[config.mk]
export PLATFORM = sky130hd
export DESIGN_NAME = be_director
export DESIGN_NICKNAME = d
export VERILOG_FILES = /design/src/hw/director_pkg.sv /design/src/hw/npc_tracker.sv /design/src/hw/director_fsm.sv /design/src/hw/fe_cmd_encoder.sv /design/src/hw/fe_cmd_queue.sv /design/src/hw/be_director.sv
export VERILOG_INCLUDE_DIRS = /design/src /design/src/include
export SDC_FILE = /design/constraint.sdc
export NUM_CORES = 1
export LEC_CHECK = 0
export ABC_AREA = 0
export BUFFER_PORTS_ARGS = -buffer_cell sky130_fd_sc_hd__buf_2
export CAP_MARGIN = 20
export CORE_UTILIZATION = 62
export CTS_BUF_LIST = sky130_fd_sc_hd__clkbuf_4
export DETAILED_ROUTE_END_ITERATION = 8
export PLACE_DENSITY_LB_ADDON = 0.25
export SKIP_LAST_GASP = 1
export SLEW_MARGIN = 15
export SYNTH_ARGS = -nofsm -noshare
export SYNTH_HDL_FRONTEND = slang
export SYNTH_SLANG_ARGS = --single-unit
[constraint.sdc]
create_clock -name clk_i -period 7.67 [get_ports clk_i]
set_clock_uncertainty 0.05 [all_clocks]
set_input_delay 0.3835 -clock clk_i [delete_from_list [all_inputs] [get_ports clk_i]]
set_output_delay 0.3835 -clock clk_i [all_outputs]
set_load 0.02 [all_outputs]
[src/include/director_consts.svh]
`ifndef DIRECTOR_CONSTS_SVH
`define DIRECTOR_CONSTS_SVH

// Address and metadata widths
`define DIR_VADDR_WIDTH 39
`define DIR_BMETA_WIDTH 16
`define DIR_PRIV_WIDTH 2

// Command queue entries
`define DIR_CMDQ_DEPTH 4

// FE command opcodes
`define DIR_OPCODE_WIDTH 3
`define DIR_OP_STATE_RESET 3'd0
`define DIR_OP_PC_REDIRECTION 3'd1
`define DIR_OP_WAIT 3'd2
`define DIR_OP_ICACHE_FENCE 3'd3
`define DIR_OP_ATTABOY 3'd4

`endif

[src/hw/director_pkg.sv]
`include "director_consts.svh"

package director_pkg;

  typedef enum logic [`DIR_OPCODE_WIDTH-1:0]
  {
    e_op_state_reset    = `DIR_OP_STATE_RESET
    , e_op_pc_redirection = `DIR_OP_PC_REDIRECTION
    , e_op_wait           = `DIR_OP_WAIT
    , e_op_icache_fence   = `DIR_OP_ICACHE_FENCE
    , e_op_attaboy        = `DIR_OP_ATTABOY
  } fe_opcode_e;

  typedef enum logic [1:0]
  {
    e_subop_eret               = 2'd0
    , e_subop_trap             = 2'd1
    , e_subop_branch_mispredict = 2'd2
  } redirect_subop_e;

  typedef enum logic [1:0]
  {
    e_not_a_branch           = 2'd0
    , e_incorrect_pred_taken  = 2'd1
    , e_incorrect_pred_ntaken = 2'd2
  } mispredict_reason_e;

  typedef enum logic [1:0]
  {
    e_freeze  = 2'd0
    , e_wait  = 2'd1
    , e_run   = 2'd2
    , e_fence = 2'd3
  } dir_state_e;

  typedef struct packed
  {
    logic                        v;
    logic [`DIR_VADDR_WIDTH-1:0] pc;
    logic [`DIR_BMETA_WIDTH-1:0] branch_metadata_fwd;
  } issue_status_s;

  typedef struct packed
  {
    logic                        v;
    logic [`DIR_VADDR_WIDTH-1:0] npc;
    logic                        branch;
    logic                        btaken;
  } branch_pkt_s;

  typedef struct packed
  {
    logic                        npc_w_v;
    logic [`DIR_VADDR_WIDTH-1:0] npc;
    logic                        unfreeze;
    logic                        wfi;
    logic                        fencei;
    logic                        eret;
    logic                        exception;
    logic                        interrupt;
    logic [`DIR_PRIV_WIDTH-1:0]  priv_n;
  } commit_pkt_s;

  typedef struct packed
  {
    redirect_subop_e             subopcode;
    logic [`DIR_PRIV_WIDTH-1:0]  priv;
    mispredict_reason_e          misprediction_reason;
    logic [`DIR_BMETA_WIDTH-1:0] branch_metadata_fwd;
  } redirect_operands_s;

  // Padded out to the redirect operand width
  typedef struct packed
  {
    logic                        taken;
    logic [`DIR_BMETA_WIDTH-1:0] branch_metadata_fwd;
    logic [`DIR_PRIV_WIDTH+2:0]  padding;
  } attaboy_operands_s;

  typedef union packed
  {
    redirect_operands_s redirect;
    attaboy_operands_s  attaboy;
  } fe_cmd_operands_u;

  typedef struct packed
  {
    fe_opcode_e                  opcode;
    logic [`DIR_VADDR_WIDTH-1:0] vaddr;
    fe_cmd_operands_u            operands;
  } fe_cmd_s;

endpackage

[src/hw/npc_tracker.sv]
`include "director_consts.svh"

module npc_tracker
  (input                                 clk_i
   , input                               reset_i

   , input director_pkg::issue_status_s  issue_status_i
   , input director_pkg::branch_pkt_s    br_pkt_i
   , input director_pkg::commit_pkt_s    commit_pkt_i

   , output logic [`DIR_VADDR_WIDTH-1:0] expected_npc_o
   , output logic [`DIR_VADDR_WIDTH-1:0] npc_r_o
   , output logic                        npc_mismatch_o
   , output logic                        poison_isd_o
   , output logic                        last_branch_o
   , output logic                        last_btaken_o
   );

  logic                        npc_w_v;
  logic [`DIR_VADDR_WIDTH-1:0] npc_n;
  logic [`DIR_VADDR_WIDTH-1:0] npc_r;
  logic                        branch_pending_r;
  logic                        btaken_pending_r;

  // Commit write beats a resolving branch
  assign npc_w_v = commit_pkt_i.npc_w_v | br_pkt_i.v;
  assign npc_n   = commit_pkt_i.npc_w_v ? commit_pkt_i.npc : br_pkt_i.npc;

  always_ff @(posedge clk_i)
  begin
    if (reset_i)
    begin
      npc_r            <= '0;
      branch_pending_r <= 1'b0;
      btaken_pending_r <= 1'b0;
    end
    else
    begin
      if (npc_w_v)
        npc_r <= npc_n;
      // A valid issue consumes the pending branch info
      if (issue_status_i.v)
      begin
        branch_pending_r <= 1'b0;
        btaken_pending_r <= 1'b0;
      end
      else
      begin
        branch_pending_r <= branch_pending_r | br_pkt_i.branch;
        btaken_pending_r <= btaken_pending_r | br_pkt_i.btaken;
      end
    end
  end

  assign npc_r_o        = npc_r;
  assign expected_npc_o = npc_w_v ? npc_n : npc_r;
  assign npc_mismatch_o = issue_status_i.v & (issue_status_i.pc != expected_npc_o);
  assign poison_isd_o   = commit_pkt_i.npc_w_v | npc_mismatch_o;
  assign last_branch_o  = branch_pending_r | br_pkt_i.branch;
  assign last_btaken_o  = btaken_pending_r | br_pkt_i.btaken;

  a_mismatch_needs_issue: assert property (@(posedge clk_i) disable iff (reset_i)
    npc_mismatch_o |-> issue_status_i.v)
    else $error("NPC mismatch flagged without a valid issue");

endmodule

[src/hw/director_fsm.sv]
module director_fsm
  (input          clk_i
   , input        reset_i

   , input        freeze_i
   , input        wfi_i
   , input        redirect_sent_i
   , input        queue_empty_n_i

   , output logic waiting_o
   , output logic suppress_iss_o
   , output logic unfreeze_o
   );

  director_pkg::dir_state_e state_r;
  director_pkg::dir_state_e state_n;

  always_comb
  begin
    state_n = state_r;
    if (freeze_i)
      state_n = director_pkg::e_freeze;
    else
    begin
      unique case (state_r)
        director_pkg::e_freeze:
          state_n = director_pkg::e_wait;
        director_pkg::e_wait:
          state_n = redirect_sent_i ? director_pkg::e_fence : director_pkg::e_wait;
        director_pkg::e_run:
          if (wfi_i)
            state_n = director_pkg::e_wait;
          else if (redirect_sent_i)
            state_n = director_pkg::e_fence;
        // Hold until the FE has drained every queued command
        director_pkg::e_fence:
          state_n = queue_empty_n_i ? director_pkg::e_run : director_pkg::e_fence;
        default:
          state_n = director_pkg::e_freeze;
      endcase
    end
  end

  always_ff @(posedge clk_i)
  begin
    if (reset_i)
      state_r <= director_pkg::e_freeze;
    else
      state_r <= state_n;
  end

  assign waiting_o      = (state_r == director_pkg::e_wait);
  assign suppress_iss_o = (state_r != director_pkg::e_run);
  assign unfreeze_o     = (state_r == director_pkg::e_freeze) & ~freeze_i;

  a_state_legal: assert property (@(posedge clk_i) disable iff (reset_i)
    !$isunknown(state_r) && (state_r inside {director_pkg::e_freeze, director_pkg::e_wait,
                                             director_pkg::e_run, director_pkg::e_fence}))
    else $error("Director FSM in an illegal state");

endmodule

[src/hw/fe_cmd_encoder.sv]
`include "director_consts.svh"

module fe_cmd_encoder
  (input director_pkg::commit_pkt_s     commit_pkt_i
   , input director_pkg::issue_status_s issue_status_i
   , input                              irq_waiting_i
   , input                              waiting_i
   , input [`DIR_VADDR_WIDTH-1:0]       expected_npc_i
   , input [`DIR_VADDR_WIDTH-1:0]       npc_r_i
   , input                              npc_mismatch_i
   , input                              last_branch_i
   , input                              last_btaken_i
   , input                              ready_i

   , output director_pkg::fe_cmd_s      cmd_o
   , output logic                       cmd_v_o
   , output logic                       redirect_sent_o
   );

  director_pkg::fe_cmd_s            cmd_n;
  director_pkg::redirect_operands_s redir;
  director_pkg::attaboy_operands_s  attaboy;
  logic                             cmd_event;
  logic                             trap_v;

  // An irq only wakes the core while it sits in wait
  assign trap_v = commit_pkt_i.exception | commit_pkt_i.interrupt | (waiting_i & irq_waiting_i);

  always_comb
  begin
    cmd_n     = '0;
    redir     = '0;
    attaboy   = '0;
    cmd_event = 1'b1;

    if (commit_pkt_i.unfreeze)
    begin
      cmd_n.opcode             = director_pkg::e_op_state_reset;
      cmd_n.vaddr              = npc_r_i;
      redir.priv               = commit_pkt_i.priv_n;
      cmd_n.operands.redirect  = redir;
    end
    else if (commit_pkt_i.wfi)
    begin
      cmd_n.opcode = director_pkg::e_op_wait;
      cmd_n.vaddr  = commit_pkt_i.npc;
    end
    else if (commit_pkt_i.fencei)
    begin
      cmd_n.opcode = director_pkg::e_op_icache_fence;
      cmd_n.vaddr  = commit_pkt_i.npc;
    end
    else if (commit_pkt_i.eret)
    begin
      cmd_n.opcode            = director_pkg::e_op_pc_redirection;
      cmd_n.vaddr             = commit_pkt_i.npc;
      redir.subopcode         = director_pkg::e_subop_eret;
      redir.priv              = commit_pkt_i.priv_n;
      cmd_n.operands.redirect = redir;
    end
    else if (trap_v)
    begin
      cmd_n.opcode            = director_pkg::e_op_pc_redirection;
      cmd_n.vaddr             = commit_pkt_i.npc;
      redir.subopcode         = director_pkg::e_subop_trap;
      redir.priv              = commit_pkt_i.priv_n;
      cmd_n.operands.redirect = redir;
    end
    else if (npc_mismatch_i)
    begin
      cmd_n.opcode              = director_pkg::e_op_pc_redirection;
      cmd_n.vaddr               = expected_npc_i;
      redir.subopcode           = director_pkg::e_subop_branch_mispredict;
      redir.branch_metadata_fwd = issue_status_i.branch_metadata_fwd;
      if (!last_branch_i)
        redir.misprediction_reason = director_pkg::e_not_a_branch;
      else if (last_btaken_i)
        redir.misprediction_reason = director_pkg::e_incorrect_pred_taken;
      else
        redir.misprediction_reason = director_pkg::e_incorrect_pred_ntaken;
      cmd_n.operands.redirect   = redir;
    end
    // Correct prediction on the branch before this issue
    else if (issue_status_i.v & last_branch_i)
    begin
      cmd_n.opcode                = director_pkg::e_op_attaboy;
      cmd_n.vaddr                 = expected_npc_i;
      attaboy.taken               = last_btaken_i;
      attaboy.branch_metadata_fwd = issue_status_i.branch_metadata_fwd;
      cmd_n.operands.attaboy      = attaboy;
    end
    else
      cmd_event = 1'b0;
  end

  assign cmd_o           = cmd_n;
  assign cmd_v_o         = cmd_event & ready_i;
  assign redirect_sent_o = cmd_v_o & (cmd_n.opcode != director_pkg::e_op_attaboy);

endmodule

[src/hw/fe_cmd_queue.sv]
`include "director_consts.svh"

module fe_cmd_queue
  (input                          clk_i
   , input                        reset_i

   , input director_pkg::fe_cmd_s cmd_i
   , input                        cmd_v_i
   , output logic                 ready_o

   , output director_pkg::fe_cmd_s cmd_o
   , output logic                 cmd_v_o
   , input                        yumi_i

   , output logic                 empty_n_o
   , output logic                 full_n_o
   );

  localparam int ptr_width_lp = $clog2(`DIR_CMDQ_DEPTH);
  localparam int cnt_width_lp = $clog2(`DIR_CMDQ_DEPTH + 1);

  director_pkg::fe_cmd_s   mem [`DIR_CMDQ_DEPTH];
  logic [ptr_width_lp-1:0] wptr_r;
  logic [ptr_width_lp-1:0] rptr_r;
  logic [cnt_width_lp-1:0] count_r;
  logic [cnt_width_lp-1:0] count_n;

  assign count_n = count_r + cnt_width_lp'(cmd_v_i) - cnt_width_lp'(yumi_i);

  always_ff @(posedge clk_i)
  begin
    if (cmd_v_i)
      mem[wptr_r] <= cmd_i;
  end

  always_ff @(posedge clk_i)
  begin
    if (reset_i)
    begin
      wptr_r  <= '0;
      rptr_r  <= '0;
      count_r <= '0;
    end
    else
    begin
      if (cmd_v_i)
        wptr_r <= (wptr_r == ptr_width_lp'(`DIR_CMDQ_DEPTH - 1)) ? '0 : wptr_r + 1'b1;
      if (yumi_i)
        rptr_r <= (rptr_r == ptr_width_lp'(`DIR_CMDQ_DEPTH - 1)) ? '0 : rptr_r + 1'b1;
      count_r <= count_n;
    end
  end

  assign ready_o = (count_r != cnt_width_lp'(`DIR_CMDQ_DEPTH));
  assign cmd_o   = mem[rptr_r];
  assign cmd_v_o = (count_r != '0);

  // Flags for the occupancy after this edge
  assign empty_n_o = (count_n == '0);
  assign full_n_o  = (count_n == cnt_width_lp'(`DIR_CMDQ_DEPTH));

  // Encoder must drop commands rather than push into a full queue
  a_no_push_when_full: assert property (@(posedge clk_i) disable iff (reset_i)
    cmd_v_i |-> ready_o)
    else $error("Command pushed into a full queue");

  a_no_yumi_when_empty: assert property (@(posedge clk_i) disable iff (reset_i)
    yumi_i |-> cmd_v_o)
    else $error("FE yumi while the command queue is empty");

endmodule

[src/hw/be_director.sv]
`include "director_consts.svh"

module be_director
  (input                                 clk_i
   , input                               reset_i

   , input                               freeze_i
   , input                               irq_waiting_i

   , input director_pkg::issue_status_s  issue_status_i
   , input director_pkg::branch_pkt_s    br_pkt_i
   , input director_pkg::commit_pkt_s    commit_pkt_i

   , output logic [`DIR_VADDR_WIDTH-1:0] expected_npc_o
   , output logic                        poison_isd_o
   , output logic                        suppress_iss_o
   , output logic                        unfreeze_o

   // FE command interface
   , output director_pkg::fe_cmd_s       fe_cmd_o
   , output logic                        fe_cmd_v_o
   , input                               fe_cmd_yumi_i

   , output logic                        cmd_empty_n_o
   , output logic                        cmd_full_n_o
   );

  logic [`DIR_VADDR_WIDTH-1:0] npc_r;
  logic                        npc_mismatch;
  logic                        last_branch;
  logic                        last_btaken;
  logic                        waiting;
  logic                        redirect_sent;
  logic                        queue_ready;
  logic                        cmd_v;
  director_pkg::fe_cmd_s       cmd;

  npc_tracker i_npc_tracker
    (.clk_i(clk_i)
     ,.reset_i(reset_i)
     ,.issue_status_i(issue_status_i)
     ,.br_pkt_i(br_pkt_i)
     ,.commit_pkt_i(commit_pkt_i)
     ,.expected_npc_o(expected_npc_o)
     ,.npc_r_o(npc_r)
     ,.npc_mismatch_o(npc_mismatch)
     ,.poison_isd_o(poison_isd_o)
     ,.last_branch_o(last_branch)
     ,.last_btaken_o(last_btaken)
     );

  director_fsm i_director_fsm
    (.clk_i(clk_i)
     ,.reset_i(reset_i)
     ,.freeze_i(freeze_i)
     ,.wfi_i(commit_pkt_i.wfi)
     ,.redirect_sent_i(redirect_sent)
     ,.queue_empty_n_i(cmd_empty_n_o)
     ,.waiting_o(waiting)
     ,.suppress_iss_o(suppress_iss_o)
     ,.unfreeze_o(unfreeze_o)
     );

  fe_cmd_encoder i_fe_cmd_encoder
    (.commit_pkt_i(commit_pkt_i)
     ,.issue_status_i(issue_status_i)
     ,.irq_waiting_i(irq_waiting_i)
     ,.waiting_i(waiting)
     ,.expected_npc_i(expected_npc_o)
     ,.npc_r_i(npc_r)
     ,.npc_mismatch_i(npc_mismatch)
     ,.last_branch_i(last_branch)
     ,.last_btaken_i(last_btaken)
     ,.ready_i(queue_ready)
     ,.cmd_o(cmd)
     ,.cmd_v_o(cmd_v)
     ,.redirect_sent_o(redirect_sent)
     );

  fe_cmd_queue i_fe_cmd_queue
    (.clk_i(clk_i)
     ,.reset_i(reset_i)
     ,.cmd_i(cmd)
     ,.cmd_v_i(cmd_v)
     ,.ready_o(queue_ready)
     ,.cmd_o(fe_cmd_o)
     ,.cmd_v_o(fe_cmd_v_o)
     ,.yumi_i(fe_cmd_yumi_i)
     ,.empty_n_o(cmd_empty_n_o)
     ,.full_n_o(cmd_full_n_o)
     );

endmodule

### Yosys cells after proc, flatten, opt, wreduce, memory -nomap -nowiden

Memory sizes are Yosys's and may differ from the RTL's. A register that Yosys moved wholly into a read port is not among the register bits.
Cells that the tools add are included.

| storage, ports and cells | value |
|---|---|
| register bits after elaboration | 50 |
| bits in latches | 0 |
| RAM bits | 256 |
| memory bits (read-only) | 0 |
| input bits | 151 |
| output and inout port bits | 109 |
| word-level logic and storage cells | 72 |
| memories kept | 1 |

| cells by class | value |
|---|---|
| add/subtract/negate cells | 4 |
| $mul | 0 |
| divide/modulo/power cells | 0 |
| order comparisons | 0 |
| equality and inequality tests | 11 |
| shift-type cells | 0 |
| mux-type cells | 31 |
| bitwise logic cells | 13 |
| reduce and logical (&&, ||, !) cells | 5 |

Memory list:

| memory | words | bits a word | rd ports | clocked after Yosys merged registers in | wr ports | RTL line | text |
|---|---|---|---|---|---|---|---|
| i_fe_cmd_queue.mem | 4 | 64 | 1 | 1 | 1 | fe_cmd_queue.sv:22 | `` director_pkg::fe_cmd_s mem [`DIR_CMDQ_DEPTH]; `` |

Operator list:

| operator | number |
|---|---|
| 2-to-1 mux 64 bit | 5 |
| 2-to-1 mux 42 bit | 2 |
| 2-to-1 mux 39 bit | 2 |
| 2-to-1 mux 22 bit | 2 |
| != test 39 bit | 1 |
| 2-to-1 mux 2 bit | 9 |
| 2-to-1 mux 1 bit | 10 |
| equality test 2 bit (second input constant) | 4 |
| one-hot mux 2 bit (4 select lines) | 1 |
| AND 1 bit | 6 |
| != test 3 bit (second input constant) | 2 |
| bitwise OR 1 bit | 6 |
| adder 2 x 1 -> 2 bit (second input constant) | 2 |
| OR reduction 2 bit | 2 |
| adder 3 x 1 -> 3 bit | 1 |
| equality test 3 bit (second input constant) | 1 |
| logical NOT 3 bit | 1 |
| != test 3 x 2 -> 1 bit (second input constant) | 1 |
| nonzero test 3 bit | 1 |
| subtractor 3 x 1 -> 3 bit | 1 |
| equality test 2 x 1 -> 1 bit (second input constant) | 1 |
| logical NOT 2 bit | 1 |
| != test 2 bit (second input constant) | 1 |
| NOT 1 bit | 1 |

### Longest topological paths before layout

Gate-level depths: netlist of the first run.

| depth | value |
|---|---|
| depth after elaboration | 16 |
| gate-level depth with buffers | 17 |
| mapped depth without buffers | 15 |

### Modules after synthesis

A second synthesis of the first run with hierarchy kept.

| second synthesis, totals | value |
|---|---|
| cell total of the unflattened synthesis | 902 |
| area total of the unflattened synthesis | 13,860.8 µm² |

By module, submodules not included:

| module | times used | cells an instance | area an instance (µm²) | seq. area each (µm²) |
|---|---|---|---|---|
| fe_cmd_queue | 1 | 379 | 9,776.9 | 7,867.5 |
| npc_tracker | 1 | 316 | 2,712.6 | 820.8 |
| fe_cmd_encoder | 1 | 196 | 1,273.7 | 0.0 |
| director_fsm | 1 | 11 | 97.6 | 40.0 |

### Worst setup path after synthesis of the first run

No wires, ideal clock.

| path | value |
|---|---|
| path kind | input-to-reg |
| from | in br_pkt_i[41] in the netlist's numbering |
| to | mem i_fe_cmd_queue.mem[0][0] in the netlist's numbering, enable pin |
| library setup time | 429 ps |
| arrival | 3,378 ps |
| path slack | 3,813 ps |
| stages | 10 |
| cell sequence | buf_6 > buf_6 > mux2i_1 > o21a_1 > inv_1 > xnor2_1 > and4_1 > nand4_4 > o21a_1 > and2_1 |

| on the way | value |
|---|---|
| word-level cells in the longest chain between the ends | 13 |

Ends and longest elaborated chain:

| what | RTL line | text |
|---|---|---|
| start, declared | be_director.sv:11 | `, input director_pkg::branch_pkt_s br_pkt_i` |
| bitwise OR 1 bit | npc_tracker.sv:26 | `assign npc_w_v = commit_pkt_i.npc_w_v \| br_pkt_i.v;` |
| 2-to-1 mux 39 bit | npc_tracker.sv:56 | `assign expected_npc_o = npc_w_v ? npc_n : npc_r;` |
| via expected_npc_o[2] | be_director.sv:14 | `` , output logic [`DIR_VADDR_WIDTH-1:0] expected_npc_o `` |
| != test 39 bit | npc_tracker.sv:57 | `assign npc_mismatch_o = issue_status_i.v & (issue_status_i.pc != expected_npc_o);` |
| AND 1 bit | npc_tracker.sv:57 |  |
| 2-to-1 mux 1 bit | fe_cmd_encoder.sv:69 | `else if (npc_mismatch_i)` |
| 2-to-1 mux 1 bit | fe_cmd_encoder.sv:61 | `else if (trap_v)` |
| 2-to-1 mux 1 bit | fe_cmd_encoder.sv:53 | `else if (commit_pkt_i.eret)` |
| 2-to-1 mux 1 bit | fe_cmd_encoder.sv:48 | `else if (commit_pkt_i.fencei)` |
| 2-to-1 mux 1 bit | fe_cmd_encoder.sv:43 | `else if (commit_pkt_i.wfi)` |
| 2-to-1 mux 1 bit | fe_cmd_encoder.sv:36 | `if (commit_pkt_i.unfreeze)` |
| AND 1 bit | fe_cmd_encoder.sv:97 | `assign cmd_v_o = cmd_event & ready_i;` |
| via cmd_v | be_director.sv:35 | `logic cmd_v;` |
| 2-to-1 mux 1 bit | fe_cmd_queue.sv:32 | `if (cmd_v_i)` |
| 2-to-1 mux 1 bit (not written as such) | fe_cmd_queue.sv:33 | `mem[wptr_r] <= cmd_i;` |
| end, declared | fe_cmd_queue.sv:22 |  |

The timed path passes the listed nets, and every way through them passes these cells.

### Final worst setup path of the first run

| path | value |
|---|---|
| from | in br_pkt_i[41] in the netlist's numbering |
| to | out cmd_empty_n_o |

| on the way | value |
|---|---|
| word-level cells in the longest chain between the ends | 14 |

Ends and longest elaborated chain:

| what | RTL line | text |
|---|---|---|
| bitwise OR 1 bit | npc_tracker.sv:26 |  |
| 2-to-1 mux 39 bit | npc_tracker.sv:56 |  |
| != test 39 bit | npc_tracker.sv:57 |  |
| AND 1 bit | npc_tracker.sv:57 |  |
| 2-to-1 mux 1 bit | fe_cmd_encoder.sv:69 |  |
| 2-to-1 mux 1 bit | fe_cmd_encoder.sv:61 |  |
| 2-to-1 mux 1 bit | fe_cmd_encoder.sv:53 |  |
| 2-to-1 mux 1 bit | fe_cmd_encoder.sv:48 |  |
| 2-to-1 mux 1 bit | fe_cmd_encoder.sv:43 |  |
| 2-to-1 mux 1 bit | fe_cmd_encoder.sv:36 |  |
| AND 1 bit | fe_cmd_encoder.sv:97 |  |
| via cmd_v | be_director.sv:35 |  |
| adder 3 x 1 -> 3 bit | fe_cmd_queue.sv:28 | `assign count_n = count_r + cnt_width_lp'(cmd_v_i) - cnt_width_lp'(yumi_i);` |
| subtractor 3 x 1 -> 3 bit | fe_cmd_queue.sv:28 |  |
| logical NOT 3 bit | fe_cmd_queue.sv:59 | `assign empty_n_o = (count_n == '0);` |
| end, declared | be_director.sv:24 | `, output logic cmd_empty_n_o` |

The timed path passes the listed nets, and every way through them passes these cells.

==> metrics.csv, run 1 <==
metric,value,unit
status,completed,
largest net degree at the start of global routing,115,
Post-synth ARST share,0,
Area contributors post-synth,"edfxtp_1, mux4_2, dfxtp_1, mux2i_1, a22oi_1",
Tmin final,4.62,ns
clk_lat worst skew,0.69,ns
Critical Path End,cmd_empty_n_o,
CP max FO,39,
Setup Crit Path Kind,input pin to primary output,
GRT met2 Usage,0.494,
Hold WC Path Type,input pin to flip-flop,
Reg-to-Reg Start,i_npc_tracker.npc_r_o[5],
placed cells,1428,
Max Freq,0.217,GHz
final instance area,16600,um^2
DR iter-0 viols,667,
max_slew headroom,0.208,
Crit. Startpoint,br_pkt_i[41],
CTS buffer count,79,
Final ANT Viol Nets,0,
hold path startpoint,commit_pkt_i[9],
Worst Max-Slew Pin Slew,1.19,ns
first-pass GRT wire length,51400,um
synthesized area per cell,14.8,um^2
Critical Path RT,7.24,ns
Vias,9643,
Synth top cells by count,"edfxtp_1, mux4_2, inv_1",
FF-to-FF path depth,15,
final std cells w/o fill,1610,
max_cap viols,0,
Post-synth EDFFs,256,
Placed Area,15300,um^2
setup violators final,0,
met1 Usage GRT,0.389,
R2R Setup Slk,3.67,ns
most common cell in the netlist,edfxtp_1,
HPWL Detailed,22400,um
biggest area consumer among synthesized cells,edfxtp_1,
Die Wd,151,um
Max VDD drop,0.000189,V
Die Ht,151,um
maximum clock path buffer count,3,
RSZ-0062 raised after global routing,no,
PD cells,316,nW/um^2
share of the synthesized area in the top cell type,0.555,
overall routed net length,35200,um
number of global-route vias before repair,9633,
yosys warns,0,
M3 GR Usage,0.0856,
# rows,54,
Setup TNS,0,ns
Synth Flop Type,edfxtp_1,
layout cells sized above 1,0.377,
Yosys reg bits,308,
clk slew on worst S/H paths,0.06,ns
die area,22900,um^2
final number of hold-violating endpoints,0,
GRT overflow,0,
Buffers on Ports,259,
arrival time worst endpoint,4.19,ns
synth unique cells,57,
Initial Util,0.633,
GR peak layer,met2,
critical path startpoint category,input pin,
register area share after synthesis,0.630,
Vias per Instance,5.99,
Total GRT Usage,0.310,
CTS tree,done,
core area,21900,um^2
clk sinks,308,
Post-Syn Instances,937,
Synth Net Count,1096,
Crit. End Element,primary output,
Residual DRC,0,
Area growth syn-to-layout,19.9,%
initial antenna violation count,10,
drt first pass iters,5,
R2R Path End,i_director_fsm.state_r[0],
WL/cell,21.8,um
maximum level of the CTS H-tree,3,
gpl congestion,0.826,
Leak,6.58,nW
cell area after synthesis,13900,um^2
"Net count, final",1411,
final period utilization,0.602,
final hold slack,0.0418,ns
max-slew violation count,0,
clock root cell,clkbuf_4,
I/O Pins,260,
## kinds of logic (layout without fill, tap and decap cells)
| kind of cell | Yosys count | after routing | share of synthesized area |
|---|---|---|---|
| and+or+nand+nor | 189 | 189 | 0.0723 |
| AOI/OAI and AO/OA | 184 | 184 | 0.0971 |
| buffers and inverters | 117 | 499 | 0.0384 |
| other | 0 | 11 | 0 |
| xor gates and xnor gates | 19 | 19 | 0.0120 |
| muxes | 112 | 112 | 0.142 |
| adders and majority gates | 8 | 8 | 0.00777 |
| DFF | 308 | 308 | 0.630 |
## how the worst min path moves through the flow
stage | cells past startpoint | endpoint | slack, ns
finish | 4 | i_npc_tracker.npc_r_o[1] | 0.04
global route | 4 | i_npc_tracker.npc_r_o[11] | 0.02
CTS | 2 | i_fe_cmd_queue.mem[0][14] | 0.006
detailed placement | 2 | i_fe_cmd_queue.wptr_r[1] | 0.50
global placement | 2 | i_fe_cmd_queue.wptr_r[1] | 0.46
floorplan | 1 | i_npc_tracker.branch_pending_r | 0.41
## power by group
group          switching [mW]  internal, mW  leakage, nW
registers               0.119          2.33         2.89
clock network           0.664         0.784        0.618
logic                   0.873         0.472         3.08
## state kept, by name (all words and copies together) (netlist names), named ones only
name                            flops
i_fe_cmd_queue.mem                256
i_npc_tracker.npc_r_o              39
i_fe_cmd_queue.count_r              3
i_director_fsm.state_r              2
i_fe_cmd_queue.rptr_r               2
i_fe_cmd_queue.wptr_r               2
i_npc_tracker.branch_pending_r      1
i_npc_tracker.btaken_pending_r      1
## layer usage
metal / share of wire / up-vias
met4: 0.031 / 0
li1: - / 4315
met1: 0.39 / 4773
met5: 0 / -
met2: 0.49 / 482
met3: 0.094 / 73
## critical path: stages
cell	delay, ns
buf_2	0.07
buf_4	0.63
mux2i_1	0.39
a211o_1	0.18
nand4b_1	0.15
nor4_2	0.50
nand4_4	0.27
o21a_1	0.34
ha_1	0.23
inv_1	0.07
fa_1	0.18
xor2_1	0.17
xnor2_1	0.17
and3b_1	0.22
buf_2	0.17
## repair_timing
item                      4_1_cts  5_1_grt
gates resized for setup         0        0
hold endpoints to repair       46        0
hold buffers                   23        0
buffers inserted                0        0
## final cells by class
cell class	count	area (um^2)
diodes	11	27.5
inverters	63	236
well taps	280	350
clock buffers	119	893
repair buffers	288	1570
flip-flops and latches	308	8740
fillers	1424	5280
multi-input cells	512	4610
clock inverters	29	181
## layout by cell type, fill, tap and decap left out, types with 18 or more instances in the layout
cell type | netlist | routed
dlygate4sd3_1 | 0 | 23
o211ai_1 | 22 | 22
dfxtp_1 | 52 | 50
clkinv_1 | 0 | 21
buf_2 | 10 | 258
mux2i_1 | 37 | 37
o21ai_0 | 32 | 31
clkbuf_4 | 0 | 119
inv_1 | 63 | 63
o21a_1 | 34 | 34
edfxtp_1 | 256 | 256
nor2b_1 | 20 | 19
nand2_1 | 46 | 46
mux4_2 | 64 | 64
nor2_1 | 59 | 59
xnor2_1 | 18 | 18
a22oi_1 | 39 | 39
## stage by stage
| stage | power (mW) | utilization | setup slack (ns) |
|---|---|---|---|
| after CTS | 5.27 | 0.758 | 3.06 |
| after global placement | 3.78 | 0.698 | 3.12 |
| after detailed placement | 3.83 | 0.698 | 3.07 |
| after floorplan | 3.33 | - | 3.81 |
| after global routing | 5.48 | 0.759 | 2.81 |
| final | 5.24 | 0.759 | 3.05 |
Note: power is estimated with default switching activity, not from simulation.
==> run 2, diff against run 1 <==
--- a/config.mk
+++ b/config.mk
@@ -6,10 +6,10 @@
 export SDC_FILE = /design/constraint.sdc
 export NUM_CORES = 1
 export LEC_CHECK = 0
-export ABC_AREA = 0
+export ABC_AREA = 1
 export BUFFER_PORTS_ARGS = -buffer_cell sky130_fd_sc_hd__buf_2
 export CAP_MARGIN = 20
-export CORE_UTILIZATION = 62
+export CORE_UTILIZATION = 52
 export CTS_BUF_LIST = sky130_fd_sc_hd__clkbuf_4
 export DETAILED_ROUTE_END_ITERATION = 8
 export PLACE_DENSITY_LB_ADDON = 0.25
==> constraint.sdc (replaced) <==
create_clock -name clk_i -period 3.9 [get_ports clk_i]
set_clock_uncertainty 0.05 [all_clocks]
set_input_delay 0.195 -clock clk_i [delete_from_list [all_inputs] [get_ports clk_i]]
set_output_delay 0.195 -clock clk_i [all_outputs]
set_load 0.02 [all_outputs]
==> run 2 against run 1 <==
Area after synthesis up 4.2%; global-route usage up 1.4 points; utilization down 7.9 points; power up 99%; first-iteration DRC count up 100%; synthesized cell count up 68%; combinational power up 110%; highest routed layer unchanged; sequential power up 95%; count of clock-buffer cells in the layout down 2; critical path depth up 6; flip-flop and latch count unchanged; clock power up 93%.
==> metrics.csv, run 2 <==
metric,value,unit
clk sinks,308,
synthesized area per cell,9.19,um^2
Critical Path RT,3.65,ns
highest-delay cell along the critical path,dfxtp_1,
combinational share of power,0.273,
Reg with most FFs,i_fe_cmd_queue.mem,
Power Internal,6.87,mW
status,completed,
max_cap viols,0,
final number of hold-violating endpoints,0,
Vias per Instance,5.59,
Max VDD drop,0.000523,V
Synth Net Count,1730,
"commonest non-fill, non-tap cells in the layout","nand2_1, buf_2, edfxtp_1",
maximum level of the CTS H-tree,3,
Total GRT Usage,0.323,
setup violators final,0,
yosys warns,0,
critical path startpoint category,flip-flop,
Vias,13500,
Psw,3.54,mW
pre-CTS WS,0.134,ns
PD cells,565,nW/um^2
placed cells,2149,
FF/Latch Area,8730,um^2
WL/cell,19.1,um
final hold slack,0.0397,ns
FF-to-FF path depth,23,
number of stages on the worst setup path,21,
die area,28400,um^2
drt first pass iters,6,
cell area after synthesis,14400,um^2
Initial Util,0.532,
Tmin final,3.78,ns
max-slew violation count,0,
gpl congestion,0.949,
Buffers on Ports,259,
synth unique cells,31,
worst path bufs/invs,5,
arrival time worst endpoint,3.54,ns
clock root cell,clkbuf_4,
Hold WC Path Type,input pin to flip-flop,
"slowest stage delay, CP",0.33,ns
clock share of power,0.269,
Yosys reg bits,308,
Worst Max-Slew Pin Slew,1.17,ns
Die Wd,169,um
"Net count, final",2129,
final setup margin,0.119,ns
Multi-input gate area,4780,um^2
Placed Area,16200,um^2
Area contributors post-synth,"edfxtp_1, nand2_1, dfxtp_1, nor2_1, o21ai_0",
Area growth syn-to-layout,27.6,%
Post-synth EDFFs,256,
largest net degree at the start of global routing,81,
crit path cell chain,"inv_1, nand2_1, nand4_1, nand2_2, nand2_1, nor2_1, nand2_1, nor2_2, nand3_2, nand2_2, nand3_1, nand2_1, inv_1, ha_1, inv_1, fa_2, xor2_1, xor2_1, inv_1, nor3_2, buf_2",
first-pass GRT wire length,70000,um
Largest register FFs,256,
Critical Path End,cmd_full_n_o,
Reg-to-Reg Start,i_npc_tracker.npc_r_o[33],
R2R Path End,i_director_fsm.state_r[0],
GRT overflow,0,
I/O Pins,260,
layout cells sized above 1,0.232,
Post-Syn Instances,1571,
cell family with most CP delay,simple AND/OR/NAND/NOR gates,
Sw Share,0.340,
RSZ-0062 raised after global routing,yes,
CTS tree,done,
Post-synth ARST share,0,
Setup Crit Path Kind,flip-flop to primary output,
# rows,60,
Fill cells,2104,
max_slew headroom,0.218,
share of the synthesized area in the top cell type,0.533,
Final ANT Viol Nets,0,
"commonest non-fill, non-tap cell in the layout",nand2_1,
Crit. Startpoint,i_npc_tracker.npc_r_o[33],
CP max FO,2,
maximum clock path buffer count,3,
HPWL Detailed,28400,um
number of global-route vias before repair,13200,
core area,27100,um^2
final instance area,18400,um^2
Crit. End Element,primary output,
Max Freq,0.264,GHz
Synth Flop Type,edfxtp_1,
Synth top cells by count,"nand2_1, edfxtp_1, nor2_1",
Die Ht,169,um
Seq pwr share,0.458,
CTS buffer count,79,
Residual DRC,0,
final std cells w/o fill,2410,
most common cell in the netlist,nand2_1,
initial antenna violation count,3,
register area share after synthesis,0.605,
biggest area consumer among synthesized cells,edfxtp_1,
final period utilization,0.970,
clk_lat worst skew,0.69,ns
Leak,7.99,nW
clk slew on worst S/H paths,0.07,ns
DR iter-0 viols,1342,
R2R Setup Slk,0.30,ns
overall routed net length,46100,um
## run 2: metal layers
metal	GRT usage	share of wire
met1	0.418	0.39
met2	0.518	0.47
met3	0.0739	0.11
met4	0.155	0.037
met5	0	0
## run 2: worst min-delay path by stage
stage / startpoint / end / depth (start not counted)
final: br_pkt_i[5] / i_npc_tracker.npc_r_o[3] / 7
after global routing: br_pkt_i[5] / i_npc_tracker.npc_r_o[3] / 7
after CTS: commit_pkt_i[41] / i_fe_cmd_queue.mem[2][55] / 3
after detailed placement: freeze_i / i_director_fsm.state_r[0] / 4
after global placement: freeze_i / i_director_fsm.state_r[0] / 4
after floorplan: issue_status_i[55] / i_npc_tracker.branch_pending_r / 1
## run 2: what timing repair did
item                                    in CTS  in global routing
endpoints found under the hold margin      184                  1
endpoints found under the setup margin       0                  3
hold buffers                               111                  1
resized for setup                            0                 26
setup buffers                                0                  0
## run 2: final cells by class
class                      instances  share of cell area
timing repair buffer             404               0.149
clock inverter                    29             0.00897
tap                              372              0.0253
clock buffer                     117              0.0477
antenna                            3            0.000408
sequential                       308               0.474
inverter                         168              0.0345
multi-input combinational       1009               0.260
## run 2: kinds of logic after synthesis
family	Yosys count	share of synthesized area
AO/OA/AOI/OAI	336	0.124
XOR/XNOR	4	0.00243
adder cells (fa/ha/maj)	8	0.00746
flip-flops	308	0.605
buffers and inverters	254	0.0710
AND/OR/NAND/NOR	661	0.190
## run 2: per-stage QoR
stage	power [mW]	setup TNS, ns	utilization
2_1_floorplan	6.41	-23.19	-
3_3_place_gp	7.45	0	0.597
3_5_place_dp	7.52	0	0.597
4_1_cts	10.4	0	0.676
5_1_grt	10.9	-0.255	0.679
6_report	10.4	0	0.679
## run 2: power groups by stage
| stage | logic [mW] | clock network [mW] | registers (mW) |
|---|---|---|---|
| after floorplan | 1.60 | 0 | 4.81 |
| after global placement | 2.64 | 0 | 4.81 |
| after detailed placement | 2.69 | 0 | 4.83 |
| after CTS | 2.80 | 2.84 | 4.76 |
| after global routing | 3.05 | 3.02 | 4.83 |
| final | 2.84 | 2.80 | 4.77 |
## run 2: worst register-to-register path, cell delays in order (launching register included)
cell	delay, ns
dfxtp_1	0.33
inv_1	0.04
nand2_1	0.10
nand4_1	0.13
nand2_2	0.14
nand2_1	0.07
nor2_1	0.10
nand2_1	0.08
nor2_2	0.14
nand3_2	0.11
nand2_2	0.09
nand3_1	0.09
nand2_1	0.11
inv_1	0.07
ha_1	0.20
inv_1	0.09
fa_2	0.21
xor2_1	0.18
xor2_1	0.11
nor3_1	0.25
nand3_1	0.12
nand2_1	0.07
a21oi_1	0.04
dlygate4sd3_1	0.56
